## src/rocc_dma_pkg.sv

```systemverilog
// 32-bit host and word-only transfers; tags wrap after 63, so only 64 bursts can be told apart
package rocc_dma_pkg;

  localparam int XLEN = 32;
  localparam int TAG_W = 9;
  localparam int MEM_CMD_W = 5;

  // last tag before the counter wraps back to zero
  localparam logic [TAG_W-1:0] TAG_LAST = TAG_W'(63);

  // only custom-0 is decoded, anything else is swallowed
  typedef enum logic [6:0] {
    custom0 = 7'h0b
  } rocc_opcode_e;

  typedef enum logic [6:0] {
    set_config = 7'd0,
    load       = 7'd1,
    status     = 7'd2,
    store      = 7'd3
  } rocc_funct_e;

  typedef enum logic [MEM_CMD_W-1:0] {
    mem_read  = MEM_CMD_W'(0),
    mem_write = MEM_CMD_W'(1)
  } mem_cmd_e;

  // command from the host core
  typedef struct packed {
    rocc_opcode_e      opcode;
    rocc_funct_e       funct;
    logic [4:0]        rd;
    logic              xd;
    logic [XLEN-1:0]   rs1;
    logic [XLEN-1:0]   rs2;
  } rocc_cmd_t;

  typedef struct packed {
    logic [4:0]      rd;
    logic [XLEN-1:0] data;
  } rocc_resp_t;

  // request toward the data cache
  typedef struct packed {
    logic [XLEN-1:0]  addr;
    logic [TAG_W-1:0] tag;
    mem_cmd_e         cmd;
    logic [XLEN-1:0]  data;
  } mem_req_t;

  typedef struct packed {
    logic [TAG_W-1:0] tag;
    logic [XLEN-1:0]  data;
  } mem_resp_t;

  // one burst as handed from the decoder to an engine
  typedef struct packed {
    logic [XLEN-1:0]  base;
    logic             bank;
    logic [15:0]      words;
    logic [TAG_W-1:0] tag;
  } burst_job_t;

endpackage

```

## src/mem_req_arbiter.sv

```systemverilog
// requesters must hold valid until ready; ready may depend on valid but not the reverse
module mem_req_arbiter (
  input  logic                   clock,
  input  logic                   reset,
  input  logic                   load_valid,
  output logic                   load_ready,
  input  rocc_dma_pkg::mem_req_t load_req,
  input  logic                   store_valid,
  output logic                   store_ready,
  input  rocc_dma_pkg::mem_req_t store_req,
  output logic                   mem_req_valid,
  input  logic                   mem_req_ready,
  output rocc_dma_pkg::mem_req_t mem_req
);

  logic lock_q;
  logic lock_store_q;
  logic prio_store_q;
  logic grant_store;

  // a stalled request keeps the port, otherwise round robin on contention
  always_comb
  begin
    if (lock_q)
      grant_store = lock_store_q;
    else if (load_valid && store_valid)
      grant_store = prio_store_q;
    else
      grant_store = store_valid;
  end

  assign mem_req_valid = grant_store ? store_valid : load_valid;
  assign mem_req       = grant_store ? store_req : load_req;
  assign load_ready    = mem_req_ready && !grant_store;
  assign store_ready   = mem_req_ready && grant_store;

  always_ff @(posedge clock or posedge reset)
  begin
    if (reset)
    begin
      lock_q       <= 1'b0;
      lock_store_q <= 1'b0;
      prio_store_q <= 1'b0;
    end
    else if (mem_req_valid && mem_req_ready)
    begin
      lock_q       <= 1'b0;
      prio_store_q <= !grant_store;
    end
    else if (mem_req_valid)
    begin
      lock_q       <= 1'b1;
      lock_store_q <= grant_store;
    end
  end

endmodule

```

## config.mk

```make
export PLATFORM = sky130hd
export DESIGN_NAME = mem_req_arbiter
export DESIGN_NICKNAME = d
export VERILOG_FILES = /design/src/rocc_dma_pkg.sv /design/src/mem_req_arbiter.sv
export SDC_FILE = /design/constraint.sdc
export NUM_CORES = 1
export LEC_CHECK = 0
export ABC_CLOCK_PERIOD_IN_PS = 1470
export BUFFER_PORTS_ARGS = -buffer_cell sky130_fd_sc_hd__buf_2
export CAP_MARGIN = 10
export CELL_PAD_IN_SITES_DETAIL_PLACEMENT = 0
export CELL_PAD_IN_SITES_GLOBAL_PLACEMENT = 1
export CORE_AREA = 10 10 136 88
export CTS_BUF_LIST = sky130_fd_sc_hd__clkbuf_4 sky130_fd_sc_hd__clkbuf_8 sky130_fd_sc_hd__clkbuf_16
export DETAILED_ROUTE_END_ITERATION = 6
export DIE_AREA = 0 0 146 98
export GPL_TIMING_DRIVEN = 0
export HOLD_SLACK_MARGIN = 0.03
export PLACE_DENSITY = 0.87
export SYNTH_ARGS = -nofsm -noshare
export SYNTH_HDL_FRONTEND = slang
export SYNTH_SLANG_ARGS = --single-unit
```

## constraint.sdc

```tcl
create_clock -name clock -period 1.47 [get_ports clock]
set_input_delay 0.147 -clock clock [delete_from_list [all_inputs] [get_ports clock]]
set_output_delay 0.147 -clock clock [all_outputs]
set_load 0.02 [all_outputs]
```

==> Word-level counts from Yosys, hierarchy flattened <==
Cells that the tools add are included.
{ "classes": {"mux": 6, "bitwise_logic": 1, "n_reduce_logical": 7} }
{ "ops": {"columns": ["operator", "n"], "rows": [
  ["78-bit 2-to-1 mux", 1],
  ["1-bit 2-to-1 mux", 5],
  ["1-bit logical AND", 4],
  ["2-bit AND reduction", 1],
  ["2-bit nonzero test", 1],
  ["1-bit logical NOT", 1],
  ["1-bit NOT", 1]
]} }
{ "totals": {"register_bits": 3, "input_bits": 161, "output_inout_bits": 81} }

==> Logic depth before layout (Yosys ltp) <==
{ "depth": {"word_depth": 7, "depth_mapped": 4, "depth_no_buf": 3} }

==> Least setup slack after synthesis <==
OpenSTA, ideal clock, no wires.
{ "synth_timing": {"path_kind": "reg-to-output", "startpoint": "register lock_q", "endpoint": "output mem_req[10] (netlist name)", "t_arrival_ns": 1.423, "path_slack_ns": -0.100, "stages_incl_launch_ff": 5, "path_buffers": 1, "cell_sequence": "dfrtp_1 -> nand2b_1 -> o21ai_4 -> buf_6 -> mux2_2"} }
{ "synth_rtl": {"columns": ["item", "line", "source"], "rows": [
  ["start, declared", "mem_req_arbiter.sv:16", "logic lock_q;"],
  ["start signal, assigned", "mem_req_arbiter.sv:41", "lock_q <= 1'b0;"],
  ["start signal, assigned", "mem_req_arbiter.sv:47", "lock_q <= 1'b0;"],
  ["start signal, assigned", "mem_req_arbiter.sv:52", "lock_q <= 1'b1;"],
  ["end, declared", "mem_req_arbiter.sv:13", "output rocc_dma_pkg::mem_req_t mem_req"]
]} }

==> results.tsv <==
metric	value	unit
startpoint types	flip-flop	
post-route cell area	0.00320	sq mm
synth unique cells	17	
Via-to-Cell Ratio	3.78	
shortest period the worst path allows	1.93	ns
Clock Tree Buf Depth	2	
Final setup viols	80	
filler instances	990	
TritonCTS clock tree	built	
CP required	1.32	ns
first-pass GRT wire length	12500	microns
core footprint	0.00956	sq mm
root buffer cell	clkbuf_16	
Die Width	146	microns
Power, Total	5.49	mW
Hold Slack	0.176	ns
GRT Total Usage	10.5	%
GPL Wtd Cong	0.771	
Starting Density	12.7	%
Max-Cap Viols	0	
WP buf/inv	3	
Routed WL	8370	microns
Critical Path Max Stage Delay	0.37	ns
PwrDens	1720	mW/mm^2
largest net degree at the start of global routing	11	
Port Buffers	241	
Skew-Pair Late Insertion Delay	0.22	ns
RSZ-0062 raised after global routing	true	
Max IR drop VDD	0.000667	V
Worst Tran Pin Value	0.197	ns
flops & latches, synth	3	
antenna violations before repair	0	
number of core rows	28	
Worst path top cell family by delay	buffers and inverters	
Inst Count DP	490	
Pre-antenna DRT Iters	4	
crit-path max FO	10	
DR DRC count	0	
antenna cells	0	
clk sink count	3	
DRT iter0 DRCs	58	
HPWL after detailed placement	7440	microns
final worst-path cycle share	131	%
Post-Syn Instances	114	
die area	0.0143	sq mm
final std cells w/o fill	499	
Top cell by count, worst path	buf_12	
Crit-path slowest cell	dfrtp_1	
Net Count, Synth	275	
grt total ovfl	0	
fmax	519	MHz
endpoint class of the critical path	primary output	
Area after DPL	0.00263	sq mm
LEAKAGE	1.75	nW
vias in the first global route	2185	
sum of negative setup slack	-32.88	ns
htree depth	1	
syn_area_per_cell	10.7	sq um
CTS Buf Count	3	
status	complete, but fails checks	
antenna-violating nets left	0	
final hold violations	0	
share of layout cells above drive strength 1	93.1	%
Vias	1887	
I/O Pins	242	
Slew HR	86.8	%
clock-pin slew on the worst setup and hold paths	0.03	ns
CP cell instances	and2b_4 > o21ai_4 > buf_12 > buf_12 > mux2_2 > buf_2	
max-slew violations	0	
sequential fraction of the synthesis area	6.17	%
final net count	526	
Worst Hold Class	in2reg	
Layout Skew	0.000537	ns
failing checks	setup timing	
CP Data Arrival Time	1.78	ns
Area growth, synth to finish	163	%
Setup CP Type	reg2out	
WL/cell	16.8	microns
Die Y	98	microns
synthesized cell area	0.00122	sq mm
yosys warns	0	
Worst Slack Setup Final	-0.456	ns
where the power goes:
group          switching [mW]  leakage, nW  internal, mW  total (mW)
logic                    2.23         1.68          2.66        4.88
registers              0.0446       0.0349         0.119       0.164
clock network          0.0690       0.0416         0.376       0.445
total                    2.34         1.75          3.15        5.49
final timing paths:
path | from | to | slack (ns) | depth (start not counted)
max | prio_store_q | mem_req[14] | -0.46 | 6
max reg2reg | lock_q | prio_store_q | 0.39 | 4
min | load_valid | lock_store_q | 0.18 | 2
max in group asynchronous | reset | lock_store_q | 1.00 | 3
min in group asynchronous | reset | lock_q | 0.34 | 3
min reg2reg | prio_store_q | lock_store_q | 0.59 | 2
state kept, by name, indices dropped and copies added, names as in the netlist:
| signal | cells |
|---|---|
| lock_q | 1 |
| prio_store_q | 1 |
| lock_store_q | 1 |
cells by family after synthesis:
kind of cell,synth area share (%)
AO/OA/AOI/OAI,5.14
buffers and inverters,8.32
flip-flops,6.17
multiplexers,75.2
AND/OR/NAND/NOR,5.14
synthesized netlist by cell type (all sizes together):
cell / n / share of area, %
a21boi: 1 / 0.62
a21oi: 2 / 0.82
a31oi: 1 / 0.51
and2: 1 / 0.51
and2b: 1 / 0.82
buf: 8 / 7.4
dfrtp: 3 / 6.2
inv: 3 / 0.92
mux2: 78 / 75
nand2: 5 / 1.5
nand2b: 1 / 0.51
nor2: 4 / 1.2
nor2b: 1 / 0.51
o211ai: 1 / 0.62
o21ai: 4 / 2.6
cells in the final DEF, fill, tap and decap left out:
| cell | instances |
|---|---|
| clkbuf_16 | 3 |
| and2b_4 | 1 |
| inv_1 | 3 |
| nand2b_4 | 1 |
| nand2_1 | 5 |
| buf_4 | 6 |
| a31oi_1 | 1 |
| buf_12 | 8 |
| nor2b_1 | 1 |
| clkbuf_4 | 1 |
| dlygate4sd3_1 | 1 |
| a21boi_2 | 1 |
| mux2_2 | 38 |
| and2_1 | 1 |
| o21ai_4 | 1 |
| buf_8 | 1 |
| o21ai_0 | 3 |
| dfrtp_1 | 3 |
| buf_6 | 44 |
| nor2_1 | 4 |
| mux2_4 | 40 |
| buf_2 | 194 |
| o211ai_1 | 1 |
| a21oi_1 | 2 |
repair_timing:
| item | CTS | global route |
|---|---|---|
| pin swaps | 1 | 0 |
| resized for setup | 75 | 55 |
| hold buffers | 1 | 0 |
| gates cloned | 0 | 0 |
| endpoints found under the hold margin | 3 | 0 |
| setup buffers | 3 | 1 |
| setup endpoints to repair | 80 | 81 |
through the flow:
| stage | util [%] | setup slack (ns) |
|---|---|---|
| final | 33.5 | -0.456 |
| after CTS | 31.4 | -0.452 |
| after floorplan | - | -0.0775 |
| after detailed placement | 27.5 | -0.462 |
| after global routing | 33.5 | -0.513 |
| after global placement | 27.5 | -0.463 |
final cells by class:
cell class,instances,area [sq um],area share (%)
Timing Repair Buffer,246,1540,48.2
Multi-Input combinational cell,100,1160,36.4
Tap cell,135,169,5.28
Buffer,8,155,4.85
Clock buffer,4,82.6,2.58
Sequential cell,3,75.1,2.35
Inverter,3,11.3,0.352
metal layers:
metal | vias to the layer above | share of wire, % | GRT usage (%)
li1 | 922 | - | -
met1 | 885 | 37 | 11.3
met2 | 74 | 57 | 20.9
met3 | 6 | 4.8 | 2.07
met4 | 0 | 0.79 | 1.76
met5 | - | 0 | 0
Power figures use the tool's default switching activity.
