**config.mk**
```make
export PLATFORM = sky130hd
export DESIGN_NAME = rocc_cmd_decoder
export DESIGN_NICKNAME = d
export VERILOG_FILES = /design/src/rocc_dma_pkg.sv /design/src/rocc_cmd_decoder.sv
export SDC_FILE = /design/constraint.sdc
export NUM_CORES = 1
export LEC_CHECK = 0
export BUFFER_PORTS_ARGS = -buffer_cell sky130_fd_sc_hd__buf_4
export CAP_MARGIN = 15
export CORE_AREA = 2 2 98 100
export DETAILED_ROUTE_END_ITERATION = 12
export DIE_AREA = 0 0 100 102
export GPL_TIMING_DRIVEN = 0
export PLACE_DENSITY_LB_ADDON = 0.08
export SLEW_MARGIN = 30
export SYNTH_ARGS = -nofsm -noshare
export SYNTH_HDL_FRONTEND = slang
export SYNTH_SLANG_ARGS = --single-unit
```
**constraint.sdc**
```tcl
create_clock -name clock -period 2.6 [get_ports clock]
set_clock_uncertainty 0.2 [all_clocks]
set_input_delay 0.65 -clock clock [delete_from_list [all_inputs] [get_ports clock]]
set_output_delay 0.65 -clock clock [all_outputs]
set_load 0.02 [all_outputs]
```
**src/rocc_dma_pkg.sv**
```systemverilog
// 32-bit host and word-only transfers; tags wrap after 63, so only 64 bursts can be told apart
package rocc_dma_pkg;

  localparam int XLEN = 32;
  localparam int TAG_W = 9;
  localparam int MEM_CMD_W = 5;

  // last tag before the counter wraps back to zero
  localparam logic [TAG_W-1:0] TAG_LAST = TAG_W'(63);

  // only custom-0 is decoded, anything else is swallowed
  typedef enum logic [6:0] {
    custom0 = 7'h0b
  } rocc_opcode_e;

  typedef enum logic [6:0] {
    set_config = 7'd0,
    load       = 7'd1,
    status     = 7'd2,
    store      = 7'd3
  } rocc_funct_e;

  typedef enum logic [MEM_CMD_W-1:0] {
    mem_read  = MEM_CMD_W'(0),
    mem_write = MEM_CMD_W'(1)
  } mem_cmd_e;

  // command from the host core
  typedef struct packed {
    rocc_opcode_e      opcode;
    rocc_funct_e       funct;
    logic [4:0]        rd;
    logic              xd;
    logic [XLEN-1:0]   rs1;
    logic [XLEN-1:0]   rs2;
  } rocc_cmd_t;

  typedef struct packed {
    logic [4:0]      rd;
    logic [XLEN-1:0] data;
  } rocc_resp_t;

  // request toward the data cache
  typedef struct packed {
    logic [XLEN-1:0]  addr;
    logic [TAG_W-1:0] tag;
    mem_cmd_e         cmd;
    logic [XLEN-1:0]  data;
  } mem_req_t;

  typedef struct packed {
    logic [TAG_W-1:0] tag;
    logic [XLEN-1:0]  data;
  } mem_resp_t;

  // one burst as handed from the decoder to an engine
  typedef struct packed {
    logic [XLEN-1:0]  base;
    logic             bank;
    logic [15:0]      words;
    logic [TAG_W-1:0] tag;
  } burst_job_t;

endpackage

```
**src/rocc_cmd_decoder.sv**
```systemverilog
// one response may be pending at a time; a load and a store may run only on different banks
module rocc_cmd_decoder #(
  parameter int SHORT_BURST = 128,
  parameter int LONG_BURST  = 1024
) (
  input  logic                     clock,
  input  logic                     reset,
  input  logic                     cmd_valid,
  output logic                     cmd_ready,
  input  rocc_dma_pkg::rocc_cmd_t  cmd,
  output logic                     resp_valid,
  input  logic                     resp_ready,
  output rocc_dma_pkg::rocc_resp_t resp,
  input  logic                     load_busy,
  input  logic                     store_busy,
  input  logic                     load_done,
  input  logic                     store_done,
  output logic                     load_start,
  output logic                     store_start,
  output rocc_dma_pkg::burst_job_t load_job,
  output rocc_dma_pkg::burst_job_t store_job,
  output logic                     interrupt
);
  import rocc_dma_pkg::*;

  logic             run_q;
  logic             long_burst_q;
  logic [TAG_W-1:0] tag_q;
  logic             load_bank_q;
  logic             store_bank_q;
  logic             int_pending;
  logic             is_custom;
  logic             is_config;
  logic             is_load;
  logic             is_store;
  logic             is_status;
  logic             cmd_bank;
  logic             blocked;
  logic             accept;
  logic [15:0]      burst_words;
  burst_job_t       next_job;

  assign is_custom = cmd.opcode == custom0;
  assign is_config = is_custom && (cmd.funct == set_config);
  assign is_load   = is_custom && (cmd.funct == load);
  assign is_store  = is_custom && (cmd.funct == store);
  assign is_status = is_custom && (cmd.funct == status);
  assign cmd_bank  = cmd.rs2[0];

  // engine already running, or the other engine owns the requested bank
  assign blocked = (is_load && (load_busy || (store_busy && cmd_bank == store_bank_q)))
                || (is_store && (store_busy || (load_busy && cmd_bank == load_bank_q)));

  assign cmd_ready = run_q && !resp_valid && !blocked;
  assign accept    = cmd_valid && cmd_ready;

  assign burst_words = long_burst_q ? 16'(LONG_BURST) : 16'(SHORT_BURST);
  assign next_job    = '{base: cmd.rs1, bank: cmd_bank, words: burst_words, tag: tag_q};

  // engines latch the job in the acceptance cycle
  assign load_start  = accept && is_load;
  assign store_start = accept && is_store;
  assign load_job    = next_job;
  assign store_job   = next_job;

  always_ff @(posedge clock or posedge reset)
  begin
    if (reset)
    begin
      run_q        <= 1'b0;
      long_burst_q <= 1'b0;
      tag_q        <= '0;
      load_bank_q  <= 1'b0;
      store_bank_q <= 1'b0;
      resp_valid   <= 1'b0;
      interrupt    <= 1'b0;
      int_pending  <= 1'b0;
    end
    else
    begin
      run_q <= 1'b1;
      if (accept && is_config)
        long_burst_q <= cmd.rs1[0];
      if (load_start || store_start)
        tag_q <= (tag_q == TAG_LAST) ? '0 : tag_q + TAG_W'(1);
      if (load_start)
        load_bank_q <= cmd_bank;
      if (store_start)
        store_bank_q <= cmd_bank;

      if (accept && is_custom && cmd.xd)
        resp_valid <= 1'b1;
      else if (resp_ready)
        resp_valid <= 1'b0;

      // a done landing right after a pulse is deferred by one cycle
      if (interrupt)
      begin
        interrupt   <= 1'b0;
        int_pending <= load_done || store_done;
      end
      else
      begin
        interrupt   <= load_done || store_done || int_pending;
        int_pending <= 1'b0;
      end
    end
  end

  // status reports busy flags as seen when the command is taken
  always_ff @(posedge clock)
  begin
    if (accept)
    begin
      resp.rd   <= cmd.rd;
      resp.data <= is_status ? {{(XLEN-2){1'b0}}, store_busy, load_busy} : '0;
    end
  end

endmodule

```
Word-level counts from Yosys, hierarchy flattened
Index checks and enable logic that the tools add are counted.
Cells by class
  add/subtract/negate cells: 1
  equality and inequality tests: 7
  mux-type cells: 6
  reduce and logical (&&, ||, !) cells: 26
Operators with widths (number)
  1-bit logical AND: 16
  7-bit by 2-bit == test with 1-bit output, second input constant: 2
  11-bit 2-to-1 mux: 1
  9-bit by 1-bit adder with 9-bit output, second input constant: 1
  9-bit by 6-bit == test with 1-bit output, second input constant: 1
  9-bit 2-to-1 mux: 1
  7-bit by 1-bit == test with 1-bit output, second input constant: 1
  7-bit by 4-bit == test with 1-bit output, second input constant: 1
  7-bit logical NOT: 1
  1-bit logical OR: 6
  1-bit 2-to-1 mux: 4
  1-bit == test: 2
  1-bit logical NOT: 2
  2-bit nonzero test: 1
Word-level totals
  bits in registers: 53
  input port bits: 92
  output and inout port bits: 158
  logic and storage cells: 51

Depth between registers and ports, before layout
  word-level depth: 11
  mapped depth: 6
  depth with buffers taken out: 6

Least setup slack after synthesis
Ideal clock, no wire load.
  kind: in2out
  start point: in cmd[82] (netlist name)
  end point: out load_start
  arrival: 1.773 ns
  data required time: 1.750 ns
  setup slack: -0.023 ns
  stages on the path: 4
  path buffers: 0
  path through: nor4b_2 and2_2 o211ai_1 nor3_1
On the way
  cells in the longest elaborated chain, start to end: 8
  elaborated cells on any way between the ends: 10
  those cells by class: 1 x eq/ne; 9 x reduce/logical
RTL lines
  start, declared: RTL line rocc_cmd_decoder.sv:10  | input rocc_dma_pkg::rocc_cmd_t cmd,
  7-bit by 4-bit == test with 1-bit output (*): RTL line rocc_cmd_decoder.sv:43  | assign is_custom = cmd.opcode == custom0;
  1-bit logical AND, on equally long branches: RTL line rocc_cmd_decoder.sv:45, rocc_cmd_decoder.sv:46
  1-bit logical AND, on equally long branches: RTL line rocc_cmd_decoder.sv:51, rocc_cmd_decoder.sv:52
  1-bit logical OR: RTL line rocc_cmd_decoder.sv:52  | || (is_store && (store_busy || (load_busy && cmd_bank == load_bank_q)));
  1-bit logical NOT: RTL line rocc_cmd_decoder.sv:54  | assign cmd_ready = run_q && !resp_valid && !blocked;
  1-bit logical AND: RTL line rocc_cmd_decoder.sv:54
  1-bit logical AND: RTL line rocc_cmd_decoder.sv:55  | assign accept = cmd_valid && cmd_ready;
  1-bit logical AND (*): RTL line rocc_cmd_decoder.sv:61  | assign load_start = accept && is_load;
  end, declared: RTL line rocc_cmd_decoder.sv:18  | output logic load_start,
Every way passes the cells marked *; elsewhere a longest branch is shown, timed or not.

Worst setup path after layout
  start point: in cmd[0] (netlist name)
  end point: out store_start
On the way
  cells in the longest elaborated chain, start to end: 9
  elaborated cells on any way between the ends: 13
  those cells by class: 2 x eq/ne; 11 x reduce/logical
RTL lines
  1-bit == test, on equally long branches: RTL line rocc_cmd_decoder.sv:51, rocc_cmd_decoder.sv:52
  1-bit logical AND, on equally long branches: RTL line rocc_cmd_decoder.sv:51, rocc_cmd_decoder.sv:52
  1-bit logical OR, on equally long branches: RTL line rocc_cmd_decoder.sv:51, rocc_cmd_decoder.sv:52
  1-bit logical AND, on equally long branches: RTL line rocc_cmd_decoder.sv:51, rocc_cmd_decoder.sv:52
  1-bit logical OR (*): RTL line rocc_cmd_decoder.sv:52
  1-bit logical NOT (*): RTL line rocc_cmd_decoder.sv:54
  1-bit logical AND (*): RTL line rocc_cmd_decoder.sv:54
  1-bit logical AND (*): RTL line rocc_cmd_decoder.sv:55
  1-bit logical AND (*): RTL line rocc_cmd_decoder.sv:62  | assign store_start = accept && is_store;
  end, declared: RTL line rocc_cmd_decoder.sv:19  | output logic store_start,
Marked as above.

==> impl_metrics.yaml <==
global_route:
  grt_pass1_wl_microns: 7760
  grt_pass1_vias: 1752
  grt-ovfl-total: 0
  antenna_found_initial: 0
  grt_max_degree: 17
  grtUsageTotal: 0.0941
synthesis:
  postSynth.asyncResetShare: 0.696
  synthCells: 237
  ys_seq_area_frac: 0.286
  synth_warnings: 0
  synthAdderAreaFrac: 0.00587
  synth_xor_area_frac: 0.0246
  synth-seq-cells: 23
  post_synth_num_cell_types: 34
  synth-compound-area-share: 0.0457
  synth_top_family_by_area: "buffers and inverters"
  synth_edf_count: 7
  avgSynthCellArea_sq_um: 9.00
  synth_area_sq_mm: 0.00213
  synth_mux_area_frac: 0.0158
  synth_simple_gate_area_frac: 0.131
  yosys_most_used_dff: "dfrtp_1"
place:
  gp_congestion: 0.698
  dp_hpwl_microns: 4660
  place_inst: 534
  io_buffers: 129
timing:
  fin_crit_sh: 0.982
  whs_ns: 0.272
  worstMarginPinSlew_ns: 0.707
  slew_headroom: 0.528
  period_minus_slack_ns: 2.55
  rsz0062_at_grt: "true"
  final-setup-viol-count: 0
  hold_viol_final: 0
  slew_violations: 0
  max_freq_ghz: 0.392
pwr:
  p_int_uw: 735
  cellPowerDensity_mw_per_mm2: 305
  power_frac_clock: 0.207
  power_mw: 1.10
  p_leak_nw: 2.09
  p_switching_uw: 366
  p_sw_frac: 0.332
  vdd_drop_max_mv: 0.178
  pwr-share-comb: 0.434
  pwr-share-seq: 0.358
detailed_routing:
  wl_per_cell_microns: 9.88
  vias_per_cell: 3.49
  routed-via-count: 1896
  antenna_left: 0
  dr.pass1.iters: 4
  drt_drc_violations_left: 0
  finalWirelength_microns: 5380
  drtIter0Drc: 24
floorplanning:
  core-area_sq_mm: 0.00911
  initial_core_util: 0.234
  die_h_microns: 102
  num_rows: 35
  die_area_sq_mm: 0.0102
  chipWidth_microns: 100
  pin_count: 250
critical_path:
  cp.required_ns: 1.75
  worst-r2r-setup-slack_ns: 0.58
  crit_path_max_fanout: 6
  crit_start: "cmd[0]"
  critPathLaunchType: "input port"
  crit_arrival_ns: 1.70
  critical_path_class: "in2out"
  r2r_start: "load_bank_q"
  end_kind: "primary output"
final_layout:
  final_nets: 527
  diodes: 0
  drive_above_1_share: 0.672
  fillers: 939
  layout.cells.non_filler: 544
  syn2layout_area_growth_pct: 69.2
clock_network:
  cts_hold_buf: 0
  cts_sinks: 23
  clock_latency_ns: 0.26
  clock-root-buffer: "clkbuf_8"
  cts_max_path_buffers: 2
  cts.reportedPaths.clkPinSlew_ns: 0.09
  htreeDepth: 1
  cts_buffers: 3
  cts_tree: "built"
run_status:
  outcome: "completed"
min_path:
  hp-start: "interrupt"
  hp-class: "reg2reg"
run:
  maxCapViolCount: 0
## cell usage after synthesis (all sizes together), types with 2 or more instances
master | number | area share
inv | 5 | 0.0088
mux2 | 3 | 0.016
and4 | 2 | 0.0094
nand4 | 4 | 0.012
nor2 | 12 | 0.021
nor3 | 5 | 0.014
and3 | 4 | 0.012
o21ai | 4 | 0.0094
dfrtp | 16 | 0.19
nand3 | 4 | 0.0094
xnor2 | 3 | 0.012
edfxtp | 7 | 0.099
conb | 2 | 0.0035
and2 | 2 | 0.0070
xor2 | 3 | 0.012
buf | 136 | 0.48
nand2 | 10 | 0.018
## worst paths after layout
path	end	cells past startpoint
max in group asynchronous	run_q	2
min reg2reg	interrupt	1
max	store_start	6
max reg2reg	resp[34]	5
min in group asynchronous	store_bank_q	2
min	interrupt	1
## worst max-delay path, stage by stage
cell and delay [ns]:
buf_8 0.11, xor2_2 0.14, a32o_2 0.29, o211ai_1 0.24, nor2_1 0.11, buf_4 0.17
## routing by layer
metal  share of wire  global-route usage
met1            0.35               0.103
met2            0.54               0.177
met3            0.10              0.0287
met4           0.011              0.0242
met5               0                   0
## timing repair
| action | 4_1_cts | 5_1_grt |
|---|---|---|
| pin swaps | 6 | 7 |
| cloned | 0 | 0 |
| setup endpoints to repair | 3 | 3 |
| setup buffers | 5 | 1 |
| gates resized for setup | 5 | 7 |
## kinds of logic (layout without fill, tap and decap cells)
group                    after synthesis  after routing
buffers and inverters                141            280
AND/OR/NAND/NOR                       50             50
XOR/XNOR                               6              6
other                                  2             59
multiplexers                           3              3
adder cells (fa/ha/maj)                1              1
flip-flops                            23             23
AO/OA/AOI/OAI                         11             11
## area by class of cell
cell class / count / area (sq um) / area share
repair buffers: 135 / 1030 / 0.285
flip-flops and latches: 23 / 611 / 0.169
clock inverters: 1 / 5.00 / 0.00139
multi-input cells: 130 / 746 / 0.207
inverters: 5 / 18.8 / 0.00520
plain buffers: 136 / 1020 / 0.283
clock buffers: 3 / 41.3 / 0.0114
well taps: 111 / 139 / 0.0385
## power groups by stage
stage	logic, mW	clock network [mW]	registers, mW
final	0.478	0.228	0.394
after global routing	0.508	0.253	0.395
after CTS	0.474	0.243	0.395
after detailed placement	0.468	0	0.401
after global placement	0.466	0	0.402
after floorplan	0.314	0	0.412
## sequential cells by signal (all words and copies together) (netlist names)
signal and count:
tag_q 9, resp 7, int_pending 1, interrupt 1
load_bank_q 1, long_burst_q 1, resp_valid 1, run_q 1
store_bank_q 1
## cells in the final DEF (no fill, tap or decap), types with 2 or more instances in the layout
master	instances
and3_1	3
edfxtp_1	7
buf_4	268
mux2_2	3
nand3_1	4
conb_1	59
nor3_1	3
inv_1	5
buf_6	2
dfrtp_1	16
nor2_1	11
nand2_1	10
o21ai_0	4
clkbuf_8	3
xor2_2	2
nand4_1	4
xnor2_1	3
## through the flow
step | area (sq um) | TNS [ns] | util | setup slack (ns)
global placement | 3460 | -0.210 | 0.380 | -0.0986
detailed placement | 3460 | -0.209 | 0.380 | -0.107
floorplan | 2360 | 0 | - | 0.142
CTS | 3570 | 0 | 0.392 | 0.000320
global route | 3610 | -0.129 | 0.396 | -0.0645
finish | 3610 | 0 | 0.396 | 0.0475
Note: power is estimated with default switching activity, not from simulation.
