File: config.mk
export PLATFORM = sky130hd
export DESIGN_NAME = dma_store_engine
export DESIGN_NICKNAME = d
export VERILOG_FILES = /design/src/rocc_dma_pkg.sv /design/src/dma_store_engine.sv
export SDC_FILE = /design/constraint.sdc
export NUM_CORES = 1
export LEC_CHECK = 0
export ABC_AREA = 1
export BUFFER_PORTS_ARGS = -buffer_cell sky130_fd_sc_hd__buf_2
export CAP_MARGIN = 40
export CORE_UTILIZATION = 44
export DETAILED_ROUTE_END_ITERATION = 6
export HOLD_SLACK_MARGIN = 0.1
export PLACE_DENSITY = 0.86
export SYNTH_ARGS = -nofsm -noshare
export SYNTH_HDL_FRONTEND = slang
export SYNTH_SLANG_ARGS = --single-unit
File: constraint.sdc
create_clock -name clock -period 1.73 [get_ports clock]
set_input_delay 0 -clock clock [delete_from_list [all_inputs] [get_ports clock]]
set_output_delay 0 -clock clock [all_outputs]
set_load 0.1 [all_outputs]
File: src/rocc_dma_pkg.sv
// 32-bit host and word-only transfers; tags wrap after 63, so only 64 bursts can be told apart
package rocc_dma_pkg;

  localparam int XLEN = 32;
  localparam int TAG_W = 9;
  localparam int MEM_CMD_W = 5;

  // last tag before the counter wraps back to zero
  localparam logic [TAG_W-1:0] TAG_LAST = TAG_W'(63);

  // only custom-0 is decoded, anything else is swallowed
  typedef enum logic [6:0] {
    custom0 = 7'h0b
  } rocc_opcode_e;

  typedef enum logic [6:0] {
    set_config = 7'd0,
    load       = 7'd1,
    status     = 7'd2,
    store      = 7'd3
  } rocc_funct_e;

  typedef enum logic [MEM_CMD_W-1:0] {
    mem_read  = MEM_CMD_W'(0),
    mem_write = MEM_CMD_W'(1)
  } mem_cmd_e;

  // command from the host core
  typedef struct packed {
    rocc_opcode_e      opcode;
    rocc_funct_e       funct;
    logic [4:0]        rd;
    logic              xd;
    logic [XLEN-1:0]   rs1;
    logic [XLEN-1:0]   rs2;
  } rocc_cmd_t;

  typedef struct packed {
    logic [4:0]      rd;
    logic [XLEN-1:0] data;
  } rocc_resp_t;

  // request toward the data cache
  typedef struct packed {
    logic [XLEN-1:0]  addr;
    logic [TAG_W-1:0] tag;
    mem_cmd_e         cmd;
    logic [XLEN-1:0]  data;
  } mem_req_t;

  typedef struct packed {
    logic [TAG_W-1:0] tag;
    logic [XLEN-1:0]  data;
  } mem_resp_t;

  // one burst as handed from the decoder to an engine
  typedef struct packed {
    logic [XLEN-1:0]  base;
    logic             bank;
    logic [15:0]      words;
    logic [TAG_W-1:0] tag;
  } burst_job_t;

endpackage

File: src/dma_store_engine.sv
// first write goes out two cycles after start because the buffer read is registered
module dma_store_engine #(
  parameter int LONG_BURST = 1024
) (
  input  logic                              clock,
  input  logic                              reset,
  input  logic                              start,
  input  rocc_dma_pkg::burst_job_t          job,
  output logic                              req_valid,
  input  logic                              req_ready,
  output rocc_dma_pkg::mem_req_t            req,
  output logic                              buf_re,
  output logic                              buf_bank,
  output logic [$clog2(LONG_BURST)-1:0]     buf_index,
  input  logic [rocc_dma_pkg::XLEN-1:0]     buf_rdata,
  output logic                              busy,
  output logic                              done
);
  import rocc_dma_pkg::*;

  localparam int IDX_W = $clog2(LONG_BURST);
  localparam int CNT_W = $clog2(LONG_BURST + 1);

  typedef enum logic [1:0] {idle, fetch, issue} state_e;

  state_e           state;
  logic [XLEN-1:0]  addr_q;
  logic [TAG_W-1:0] tag_q;
  logic             bank_q;
  logic [CNT_W-1:0] words_q;
  logic [CNT_W-1:0] idx_q;
  logic [CNT_W-1:0] idx_next;
  logic             req_fire;
  logic             last;

  assign req_valid = state == issue;
  assign req_fire  = req_valid && req_ready;
  assign last      = idx_q == words_q - CNT_W'(1);
  assign idx_next  = idx_q + CNT_W'(1);

  // write data comes straight from the buffer output register
  assign req = '{addr: addr_q, tag: tag_q, cmd: mem_write, data: buf_rdata};

  // prefetch the next word as soon as the current one is taken,
  // the read register holds its value while stalled
  assign buf_re    = (state == fetch) || (req_fire && !last);
  assign buf_bank  = bank_q;
  assign buf_index = (state == fetch) ? idx_q[IDX_W-1:0] : idx_next[IDX_W-1:0];

  assign busy = state != idle;

  always_ff @(posedge clock or posedge reset)
  begin
    if (reset)
    begin
      state <= idle;
      idx_q <= '0;
      done  <= 1'b0;
    end
    else
    begin
      done <= req_fire && last;
      case (state)
        idle:
        begin
          if (start)
          begin
            state <= fetch;
            idx_q <= '0;
          end
        end
        fetch:
          state <= issue;
        issue:
        begin
          if (req_fire)
          begin
            if (last)
              state <= idle;
            else
              idx_q <= idx_next;
          end
        end
        default:
          state <= idle;
      endcase
    end
  end

  always_ff @(posedge clock)
  begin
    if (start)
    begin
      addr_q  <= job.base;
      tag_q   <= job.tag;
      bank_q  <= job.bank;
      words_q <= job.words[CNT_W-1:0];
    end
    else if (req_fire)
      addr_q <= addr_q + XLEN'(4);
  end

endmodule

After elaboration in Yosys (flattened, before gate mapping)

Cells that the tools add are included.
W data, S select, Z words.

Eq/ne operators: 7
Muxes and demuxes: 11
Reductions and logical operators: 11
Add/sub/neg operators: 3

Operator list:

| operator                | count |
|---|---|
| $mux W32                | 2 |
| $mux W11                | 3 |
| $add A32 B3 Y32 const B | 1 |
| $pmux W11 S2            | 1 |
| $add A11 B1 Y11 const B | 1 |
| $eq A11 B11 Y1          | 1 |
| $sub A11 B1 Y11 const B | 1 |
| $mux W10                | 1 |
| $mux W2                 | 3 |
| $pmux W2 S3             | 1 |
| $reduce_bool A2 Y1      | 3 |
| $ne A2 B1 Y1 const B    | 2 |
| $ne A2 B2 Y1 const B    | 2 |
| $reduce_and A4 Y1       | 1 |
| $logic_and A1 B1 Y1     | 3 |
| $reduce_and A3 Y1       | 1 |
| $eq A2 B1 Y1 const B    | 1 |
| $eq A2 B2 Y1 const B    | 1 |
| $logic_not A2 Y1        | 1 |
| $logic_not A1 Y1        | 1 |
| $logic_or A1 B1 Y1      | 1 |

Flip-flop bits (word level): 67
Output and inout bits: 93
Word-level logic and storage cells: 39
Bits of input ports: 94

Longest topological paths before layout

Gate-level depths: netlist (run 1).

Depth after elaboration: 5
Mapped depth: 15

Least setup slack after synthesis (run 1)

Ideal clock, no wire load.

Path type: flip-flop to output port
Start: register idx_q[1]
End: output buf_index[8]
Path buffers: 0
Stages on the path, launching flop included: 8
Arrival: 3.251 ns
Slack: -1.521 ns
Path through: dfrtp_1 ha_1 nand2_1 nor2_1 nand2_1 nor3_1 xor2_1 o21ai_0

Longest elaborated chain between the ends: 2

RTL lines:

| what                     | RTL line               | RTL |
|---|---|---|
| start: declaration       | dma_store_engine.sv:31 | `logic [CNT_W-1:0] idx_q;` |
| start signal: assignment | dma_store_engine.sv:81 | `idx_q <= idx_next;` |
| $add A11 B1 Y11          | dma_store_engine.sv:39 | `assign idx_next = idx_q + CNT_W'(1);` |
| $mux W10                 | dma_store_engine.sv:48 | `assign buf_index = (state == fetch) ? idx_q[IDX_W-1:0] : idx_next[IDX_W-1:0];` |
| end: declaration         | dma_store_engine.sv:14 | `output logic [$clog2(LONG_BURST)-1:0] buf_index,` |

No other way between the ends.

Worst setup path in the final report (run 1)

Start: register words_q[0]
End: output buf_re

Longest elaborated chain between the ends: 5

RTL lines:

| what                     | RTL line               | RTL |
|---|---|---|
| start: declaration       | dma_store_engine.sv:30 | `logic [CNT_W-1:0] words_q;` |
| start signal: assignment | dma_store_engine.sv:97 | `words_q <= job.words[CNT_W-1:0];` |
| $sub A11 B1 Y11          | dma_store_engine.sv:38 | `assign last = idx_q == words_q - CNT_W'(1);` |
| $eq A11 B11 Y1           | dma_store_engine.sv:38 |  |
| $logic_not A1 Y1         | dma_store_engine.sv:46 | `assign buf_re = (state == fetch) \|\| (req_fire && !last);` |
| $logic_and A1 B1 Y1      | dma_store_engine.sv:46 |  |
| $logic_or A1 B1 Y1       | dma_store_engine.sv:46 |  |
| end: declaration         | dma_store_engine.sv:12 | `output logic buf_re,` |

No other way between the ends.

==> impl_metrics.yaml, run 1 <==
run_status:
  outcome: "finished, violations left"
  violations: "DRC, setup timing"
sta:
  period_share_pct: 132.6
  relSlewSlack_pct: 33.36
  fin_worst_skew_ns: 0.01138
  rsz0062_at_grt: "yes"
  setup_violations: 36
  fin_ws_ns: -0.5639
  max_freq_mhz: 435.9
  fin_crit_ns: 2.294
  hold_viol: 0
  slew_viol_final: 0
  whs_ns: 0.2428
  tightestPinTransition_ns: 0.9962
global_route:
  grt_use_total_pct: 28.72
  grt_max_degree: 55
  grt_pass1_vias: 4768
  grt_antenna_before_repair: 0
  grt_pass1_wl_um: 22330
  globalRouteOverflowTotal: 0
job:
  cap_viol_max_count: 0
drt:
  ant_nets: 0
  wl_per_cell_um: 19.23
  vias_per_cell: 5.580
  drt-initial-drc-count: 486
  drt-total-wl_um: 18710
  drc: 1
  dr.pass1.iters: 7
  vias: 5429
synth:
  syn-cell-area_sq_um: 4369
  netlist.area_leader.share_pct: 36.43
  syn_avg_cell_area_sq_um: 7.858
  ys_seq_area_share_pct: 44.44
  ys_seq_elements: 67
  yosys-top-cells-area: "edfxtp_1 (36%), nand2_1 (14%), dfrtp_1 (8.0%), buf_4 (6.4%), nand3_1 (5.5%)"
  netlist_instances: 556
  synth.largest_area_cell: "edfxtp_1"
  synth_warnings: 0
  ys_types: 34
floorplanning:
  core_region_area_sq_um: 9684
  fp-row-count: 36
  io_pins: 187
  dieArea_sq_um: 10330
  die_height_um: 101.7
  initial_core_util_pct: 45.12
  die_w_um: 101.7
setup_path:
  critPathArrivalTime_ns: 2.29
  crit_fanout: 2
  worstSetupPathType: "reg -> out"
  crit_path_end_kind: "output pin"
  start_kind: "flop"
  ff2ff_path_depth: 15
  crit_required_ns: 1.73
hold_path:
  holdCritPathClass: "in -> async"
clock_network:
  htree_levels: 3
  path_clk_slew_ns: 0.08
  clock_latency_ns: 0.37
  clockBufferDepth: 2
  cts_inserted_buffers: 9
  cts_tree: "yes"
  cts.sinks: 67
  root_buffer: "clkbuf_8"
finish:
  syn_to_final_growth_pct: 74.71
  antenna-diode-count: 0
  final_core_util_pct: 78.82
  n_fill_cell: 516
  final_net_count: 932
  fin_cells: 973
  post_route_cells_drive_above_1_share_pct: 44.40
placement:
  portBuffers: 112
  pre_cts_ws_ns: -0.1897
  place.gp.congestion: 0.9406
  hpwl_um: 8788
  dp_cells: 798
power:
  total_leakage_power_nw: 3.465
  total_power_mw: 7.576
  p_per_area_nw_per_um2: 992.5
  ir_drop_uv: 900.2
power breakdown:
group          switching (mW)  internal, mW  total (mW)
Clock                   0.680         0.654        1.33
Sequential              0.265          1.96        2.22
Combinational            2.77          1.25        4.02
stage by stage:
| step | instance area [sq um] | TNS, ns |
|---|---|---|
| after floorplan | 4654 | -15.25 |
| after global placement | 5523 | -1.145 |
| after detailed placement | 5523 | -2.411 |
| after CTS | 6917 | -5.020 |
| after global routing | 7634 | -11.85 |
| final | 7634 | -9.055 |
path summary, 6_finish.rpt:
kind	from	slack, ns	end
setup / recovery	words_q[0]	-0.56	buf_re
hold / removal	reset	0.24	idx_q[3]
setup reg to reg	words_q[0]	-0.46	idx_q[6]
hold reg to reg	idx_q[10]	0.61	idx_q[10]
max in group asynchronous	reset	1.08	idx_q[1]
min in group clock	job[0]	0.34	tag_q[0]
synthesized netlist by cell type (all sizes together):
master    n
o31ai     2
xnor2     9
dfrtp    14
xor2     20
nor4      6
buf      45
o21ai    25
nand2   169
inv      48
nor3      8
clkinv    2
or3       1
nor2     66
a21oi     7
a31oi     4
o21bai    1
or2       4
ha        3
clkbuf    7
edfxtp   53
nor4b     1
nand4     8
nand3    51
conb      2
cell usage in the layout, fill, tap and decap left out, types with 7 or more instances in the layout:
cell | Yosys | final
o21ai_2 | 0 | 7
dfrtp_1 | 14 | 8
nand2_4 | 0 | 7
buf_12 | 0 | 12
inv_1 | 45 | 33
nand2_1 | 164 | 138
nor2_1 | 53 | 39
edfxtp_1 | 53 | 53
nand3_2 | 3 | 15
buf_4 | 37 | 89
nand4_1 | 8 | 8
o21ai_0 | 24 | 7
clkbuf_8 | 0 | 9
inv_2 | 3 | 11
buf_2 | 5 | 101
buf_8 | 0 | 15
dlygate4sd3_1 | 0 | 90
buf_6 | 1 | 9
nor2_2 | 9 | 14
nor2_4 | 4 | 13
xor2_1 | 20 | 17
nand3_1 | 48 | 32
nand2_2 | 5 | 22
xnor2_1 | 9 | 8
cells by family after synthesis:
group | Yosys count | share of synthesized area [%]
and+or+nand+nor | 314 | 31.70
buffers and inverters | 102 | 12.26
DFF | 67 | 44.44
AOI/OAI and AO/OA | 39 | 4.754
xor gates and xnor gates | 29 | 5.813
adders and majority gates | 3 | 0.8592
other | 2 | 0.1719
registers in the layout, indices dropped and copies added (netlist names):
signal	flops
words_q	11
tag_q	9
done	1
buf_bank	1
state	2
idx_q	11
addr_q	32
area by class of cell:
class                      instances  area, sq um  share of cell area (%)
timing repair buffer             317         2649                   34.70
multi-input combinational        390         2485                   32.55
sequential                        67         1949                   25.54
inverter                          50        200.2                   2.623
tap                              133        166.4                   2.180
clock buffer                      10        127.6                   1.672
clock inverter                     6        56.30                  0.7376
metal layers:
metal  part of all wire (%)  GRT usage, %  vias up
li1                       -             -     2325
met1                     32         29.96     2507
met3                     11         8.351      142
met2                     51         52.86      455
met5                      0             0        -
met4                    6.9         13.38        0
critical path: stages, from the launching register on:
cell	delay, ns
edfxtp_1	0.38
inv_2	0.08
ha_4	0.30
inv_2	0.04
nand2_1	0.06
nand2_1	0.07
nor2_2	0.12
nand3_2	0.09
nor2_2	0.13
nand3_1	0.10
nor2_2	0.14
nand3_2	0.11
nand3_2	0.09
nand2_2	0.06
buf_12	0.17
repair_timing:
action | CTS | global route
setup buffers | 19 | 45
pin swaps | 14 | 38
endpoints found under the hold margin | 106 | 0
resized for setup | 54 | 49
endpoints found under the setup margin | 25 | 32
gates cloned | 1 | 0
hold buffers | 90 | 0
Note: power is estimated with default switching activity, not from simulation.
==> inputs of run 2 (changes only) <==
ABC_AREA = 0   (was 1)
CORE_UTILIZATION = 43   (was 44)
==> run 2 against run 1 <==
The run ends with setup timing left. Register-to-register slack got worse by 0.51 ns. Final cell count decreased by 16%. Final area decreased by 2.6%. First-iteration DRC count decreased by 52%. Synthesized cell count decreased by 27%. Count of clock-buffer cells in the layout decreased by 1. Critical path depth decreased by 6. Maximum frequency decreased by 15%. Largest power group unchanged.
==> impl_metrics.yaml, run 2 <==
clock_network:
  clock_latency_ns: 0.36
  path_clk_slew_ns: 0.09
  cts.sinks: 67
  cts_inserted_buffers: 9
  clockBufferDepth: 2
  root_buffer: "clkbuf_8"
  htree_levels: 3
  cts_tree: "yes"
setup_path:
  worstSetupPathType: "reg -> reg"
  critPathTopFamily: "compound AO/OA/AOI/OAI gates"
  crit_required_ns: 1.94
  worst_path_largest_cell_delay_ns: 0.44
  reg2reg_to: "idx_q[4]"
  ff2ff_path_depth: 8
  slowest_stage: "or4_4"
  start_kind: "flop"
  critPathArrivalTime_ns: 2.91
  rr_startpoint: "words_q[1]"
  rrSetupSlack_ns: -0.97
  crit_path_end_kind: "flop"
  crit_chain: "or3_4 > or4_4 > a2111oi_4 > o2111ai_4 > buf_6 > buf_4 > o211ai_1 > o221ai_2"
  worst-path-buf-inv: 2
  crit_fanout: 6
power:
  internal-power_mw: 4.531
  clock_power_share_pct: 14.6
  total_leakage_power_nw: 3.194
  p_per_area_nw_per_um2: 1239
  power_frac_seq_pct: 25.0
  switching_power_mw: 4.678
  ir_drop_uv: 1173
  swShare_pct: 50.80
  pwr-share-comb_pct: 60.4
global_route:
  grt_antenna_before_repair: 1
  globalRouteOverflowTotal: 0
  grt_pass1_vias: 4455
  grt_pass1_wl_um: 22110
  grt_use_total_pct: 29.72
  grt_max_degree: 83
finish:
  final_core_util_pct: 83.59
  reg_top3: "addr_q x32, idx_q x11, words_q x11"
  n_fill_cell: 471
  final_common_cell: "buf_2"
  top_register: "addr_q"
  final_net_count: 797
  post_route_cells_drive_above_1_share_pct: 49.01
  syn_to_final_growth_pct: 84.76
  largest_reg_flops: 32
  mostFrequentLayoutCells: "buf_2 (101), buf_4 (96), dlygate4sd3_1 (89), edfxtp_1 (53), nand2_1 (45)"
sta:
  relSlewSlack_pct: 34.84
  fin_worst_skew_ns: 0.01817
  whs_ns: 0.2322
  rsz0062_at_grt: "yes"
  hold_viol: 0
  fin_ws_ns: -0.9687
  slew_viol_final: 0
  fin_crit_ns: 2.699
  setup_violations: 30
  period_share_pct: 156.0
  tightestPinTransition_ns: 0.9741
  max_freq_mhz: 370.6
synth:
  synth_flop_cell: "edfxtp_1"
  netlist.area_leader.share_pct: 39.56
  syn-cell-area_sq_um: 4023
  ys_types: 49
  synth_commonest_cells: "nand2_1 (57), edfxtp_1 (53), buf_4 (37)"
  ys_seq_area_share_pct: 48.27
  ys_seq_elements: 67
  netlist_instances: 404
  yosys-top-cells-area: "edfxtp_1 (40%), dfrtp_1 (8.7%), buf_4 (6.9%), xnor2_1 (5.9%), nand2_1 (5.3%)"
  synth_warnings: 0
  synthMostInstantiatedCell: "nand2_1"
  syn_avg_cell_area_sq_um: 9.957
  synth-async-reset-ratio_pct: 20.90
  synth.largest_area_cell: "edfxtp_1"
  synth_edf_count: 53
floorplanning:
  die_w_um: 98.72
  fp-row-count: 34
  core_region_area_sq_um: 8891
  io_pins: 187
  initial_core_util_pct: 45.24
  die_height_um: 98.72
  dieArea_sq_um: 9746
job:
  cap_viol_max_count: 0
run_status:
  outcome: "finished, violations left"
  violations: "setup timing"
drt:
  vias: 4431
  drt-total-wl_um: 15990
  dr.pass1.iters: 4
  wl_per_cell_um: 19.67
  drc: 0
  ant_nets: 0
  drt-initial-drc-count: 233
  vias_per_cell: 5.450
placement:
  portBuffers: 112
  place.gp.congestion: 0.8787
  hpwl_um: 7863
hold_path:
  holdCritPathClass: "in -> async"
-- run 2: cell type report --
| cell class | count | area (sq um) | area share, % |
|---|---|---|---|
| clock inverters | 6 | 66.31 | 0.8923 |
| inverters | 16 | 63.81 | 0.8586 |
| diodes | 1 | 2.502 | 0.03367 |
| flip-flops and latches | 67 | 1942 | 26.13 |
| clock buffers | 9 | 123.9 | 1.667 |
| multi-input cells | 273 | 2287 | 30.77 |
| repair buffers | 333 | 2811 | 37.83 |
| well taps | 108 | 135.1 | 1.818 |
-- run 2: metal layers --
layer / vias up / wire, um / track usage (%)
li1: 1977 / - / -
met1: 2110 / 5279 / 30.60
met2: 274 / 8797 / 56.83
met3: 70 / 1180 / 6.950
met4: 0 / 735 / 13.55
met5: - / 0 / 0
-- run 2: cells by family after synthesis --
kind of cell	Yosys count	share of synthesized area (%)
buffers and inverters	67	9.767
adders and majority gates	3	0.9332
muxes	3	0.8087
DFF	67	48.27
other	2	0.1867
and+or+nand+nor	146	17.92
xor gates and xnor gates	48	10.45
AOI/OAI and AO/OA	68	11.66
-- run 2: how the worst max path moves through the flow --
stage | from | to | depth (start not counted)
after global routing | words_q[1] | idx_q[6] | 8
after CTS | words_q[1] | buf_re | 7
after detailed placement | words_q[0] | idx_q[9] | 6
final | words_q[1] | idx_q[4] | 8
after floorplan | addr_q[13] | addr_q[25] | 7
after global placement | words_q[0] | idx_q[10] | 6
-- run 2: what timing repair did --
item	4_1_cts	5_1_grt
setup buffers	29	12
hold buffers	89	0
pin swaps	21	24
resized for setup	48	44
endpoints found under the setup margin	31	41
endpoints found under the hold margin	101	0
-- run 2: worst register-to-register path: cells and delay by family, from the launching register on --
kind	cells	cell delay [ns]
simple gates	2	0.83
compound gates	4	0.99
buf+inv	2	0.33
flops	1	0.42
-- run 2: power by group through the flow --
| stage | clock [mW] | combinational (mW) | sequential [mW] |
|---|---|---|---|
| floorplan | 0 | 2.38 | 3.43 |
| global placement | 0 | 4.41 | 2.29 |
| detailed placement | 0 | 4.49 | 2.30 |
| CTS | 1.33 | 5.20 | 2.26 |
| global route | 1.40 | 5.74 | 2.33 |
| finish | 1.34 | 5.56 | 2.30 |
-- run 2: stage by stage --
step / total power, mW / setup TNS [ns] / setup slack (ns) / std cells / cell area (sq um)
2_1_floorplan: 5.804 / -33.93 / -0.8328 / 407 / 4364
3_3_place_gp: 6.698 / -10.35 / -0.7823 / 652 / 5448
3_5_place_dp: 6.791 / -11.52 / -0.8147 / 652 / 5448
4_1_cts: 8.796 / -12.85 / -0.8923 / 785 / 6939
5_1_grt: 9.482 / -15.92 / -1.006 / 813 / 7432
6_report: 9.210 / -13.67 / -0.9687 / 813 / 7432
==> inputs of run 3 (changes only) <==
--- a/config.mk
+++ b/config.mk
@@ -9,4 +9,5 @@
 export BUFFER_PORTS_ARGS = -buffer_cell sky130_fd_sc_hd__buf_2
 export CAP_MARGIN = 40
+export CORE_MARGIN = 2
 export CORE_UTILIZATION = 43
 export DETAILED_ROUTE_END_ITERATION = 6
==> constraint.sdc (replaced) <==
create_clock -name clock -period 1.73 [get_ports clock]
set_input_delay 0 -clock clock [delete_from_list [all_inputs] [get_ports clock]]
set_output_delay 0 -clock clock [all_outputs]
set_load 0.05 [all_outputs]
==> run 3 against run 2 <==
The run still ends with setup timing left. Global-route usage is 4.6 points lower. Clock skew is 0.0099 ns lower. Non-clock buffer count is 26 lower. First-iteration DRC count is 33% lower. Critical path depth stayed put.
==> impl_metrics.yaml, run 3 (synthesized netlist as in run 2, its figures left out) <==
run_status:
  outcome: "finished, violations left"
  violations: "setup timing"
drt:
  drt-initial-drc-count: 156
  dr.pass1.iters: 5
  ant_nets: 0
  vias_per_cell: 5.235
  drt-total-wl_um: 13570
  wl_per_cell_um: 17.17
  drc: 0
  vias: 4136
clock_network:
  clock_latency_ns: 0.34
  cts_tree: "yes"
  path_clk_slew_ns: 0.08
  clockBufferDepth: 2
  root_buffer: "clkbuf_8"
  cts_inserted_buffers: 9
  htree_levels: 3
  cts.sinks: 67
setup_path:
  crit_chain: "or3_4 > or4_4 > a2111oi_4 > o2111ai_2 > buf_6 > o21ai_4 > nand2_2 > buf_6"
  rrSetupSlack_ns: -0.87
  start_kind: "flop"
  critPathArrivalTime_ns: 2.61
  crit_fanout: 5
  critPathTopFamily: "simple AND/OR/NAND/NOR gates"
  worst_path_largest_cell_delay_ns: 0.45
  worst-path-buf-inv: 2
  crit_required_ns: 1.73
  crit_path_end_kind: "output pin"
  slowest_stage: "or4_4"
  worstSetupPathType: "reg -> out"
  cp_common_cell: "buf_6"
sta:
  whs_ns: 0.2468
  fin_ws_ns: -0.8762
  max_freq_mhz: 383.7
  fin_crit_ns: 2.606
  relSlewSlack_pct: 62.71
  setup_violations: 26
  rsz0062_at_grt: "yes"
  fin_setup_tns_ns: -13.06
  period_share_pct: 150.6
  fin_worst_skew_ns: 0.008312
  tightestPinTransition_ns: 0.5576
  slew_viol_final: 0
  hold_viol: 0
finish:
  fin_cells: 790
  post_route_cells_drive_above_1_share_pct: 45.07
  final_core_util_pct: 74.46
  syn_to_final_growth_pct: 69.42
  top_register: "addr_q"
  mostFrequentLayoutCells: "buf_2 (103), buf_4 (91), dlygate4sd3_1 (88), nand2_1 (54), edfxtp_1 (53)"
  largest_reg_flops: 32
  reg_top3: "addr_q x32, idx_q x11, words_q x11"
  final_net_count: 771
  final_common_cell: "buf_2"
  antenna-diode-count: 0
hold_path:
  holdCritPathClass: "in -> async"
placement:
  place.gp.congestion: 0.8911
  pre_cts_ws_ns: -0.8468
  portBuffers: 112
  hpwl_um: 7870
  dp_cells: 659
power:
  swShare_pct: 42.63
  pwr-share-comb_pct: 49.8
  total_leakage_power_nw: 2.917
  internal-power_mw: 4.303
  ir_drop_uv: 633.4
  clock_power_share_pct: 19.2
  power_frac_seq_pct: 31.0
  p_per_area_nw_per_um2: 1100
  switching_power_mw: 3.197
global_route:
  grt_antenna_before_repair: 0
  globalRouteOverflowTotal: 0
  grt_use_total_pct: 25.12
  grt_max_degree: 44
  grt_pass1_wl_um: 19930
  grt_pass1_vias: 4212
floorplanning:
  die_height_um: 100.7
  die_w_um: 100.7
  initial_core_util_pct: 43.95
  dieArea_sq_um: 10140
  io_pins: 187
  core_region_area_sq_um: 9153
  fp-row-count: 35
job:
  cap_viol_max_count: 0
run 3: cell types whose count changed in the layout (fill, tap and decap cells not counted), sizes merged:
cell         before  now
buf             244  218
dlygate4sd3      89   88
clkinvlp          1    3
bufinv            1    2
clkinv            4    3
clkbuf            9   10
inv              16   15
diode             1    0
run 3: per-stage QoR:
| step | cell area, sq um | power [mW] |
|---|---|---|
| global placement | 5171 | 5.164 |
| finish | 6815 | 7.500 |
| global route | 6815 | 7.769 |
| detailed placement | 5171 | 5.231 |
| floorplan | 4223 | 4.444 |
| CTS | 6545 | 7.190 |
run 3: path summary, 6_finish.rpt:
kind / startpoint / endpoint / depth (start not counted)
worst min register to register: state[0] / state[1] / 2
worst max register to register: words_q[0] / idx_q[10] / 8
min in group clock: job[0] / tag_q[0] / 2
max in group asynchronous: reset / idx_q[2] / 3
worst min-delay path: reset / done / 3
worst max-delay path: words_q[0] / buf_re / 8
run 3: power by group through the flow:
stage	combinational (mW)	sequential (mW)	clock, mW
3_3_place_gp	2.87	2.30	0
3_5_place_dp	2.92	2.31	0
4_1_cts	3.43	2.31	1.45
5_1_grt	3.93	2.34	1.50
2_1_floorplan	1.60	2.84	0
6_report	3.74	2.33	1.44
run 3: repair_timing:
action	in CTS	in global routing
hold endpoints to repair	101	0
resized for setup	48	38
pin swaps	17	23
setup buffers	10	17
hold buffers	88	0
cloned	0	0
setup endpoints to repair	26	38
run 3: worst reg2reg max path, cell delays in order (launching register included):
cell       delay (ns)
edfxtp_1         0.42
or3_4            0.41
or4_4            0.45
a2111oi_4        0.32
o2111ai_2        0.15
buf_6            0.16
buf_4            0.14
o21ai_2          0.14
mux2_4           0.31
run 3: layout make-up:
type | instances | area, sq um
multi-input combinational | 273 | 2085
timing repair buffer | 307 | 2366
tap | 111 | 138.9
clock inverter | 7 | 92.59
fill | 547 | 2337
sequential | 67 | 1946
clock buffer | 9 | 123.9
inverter | 16 | 63.81
run 3: metal layers:
metal,track usage (%),part of all wire [%]
met4,10.54,2.2
met2,45.95,54
met5,0,0
met3,4.854,6.3
met1,28.40,37
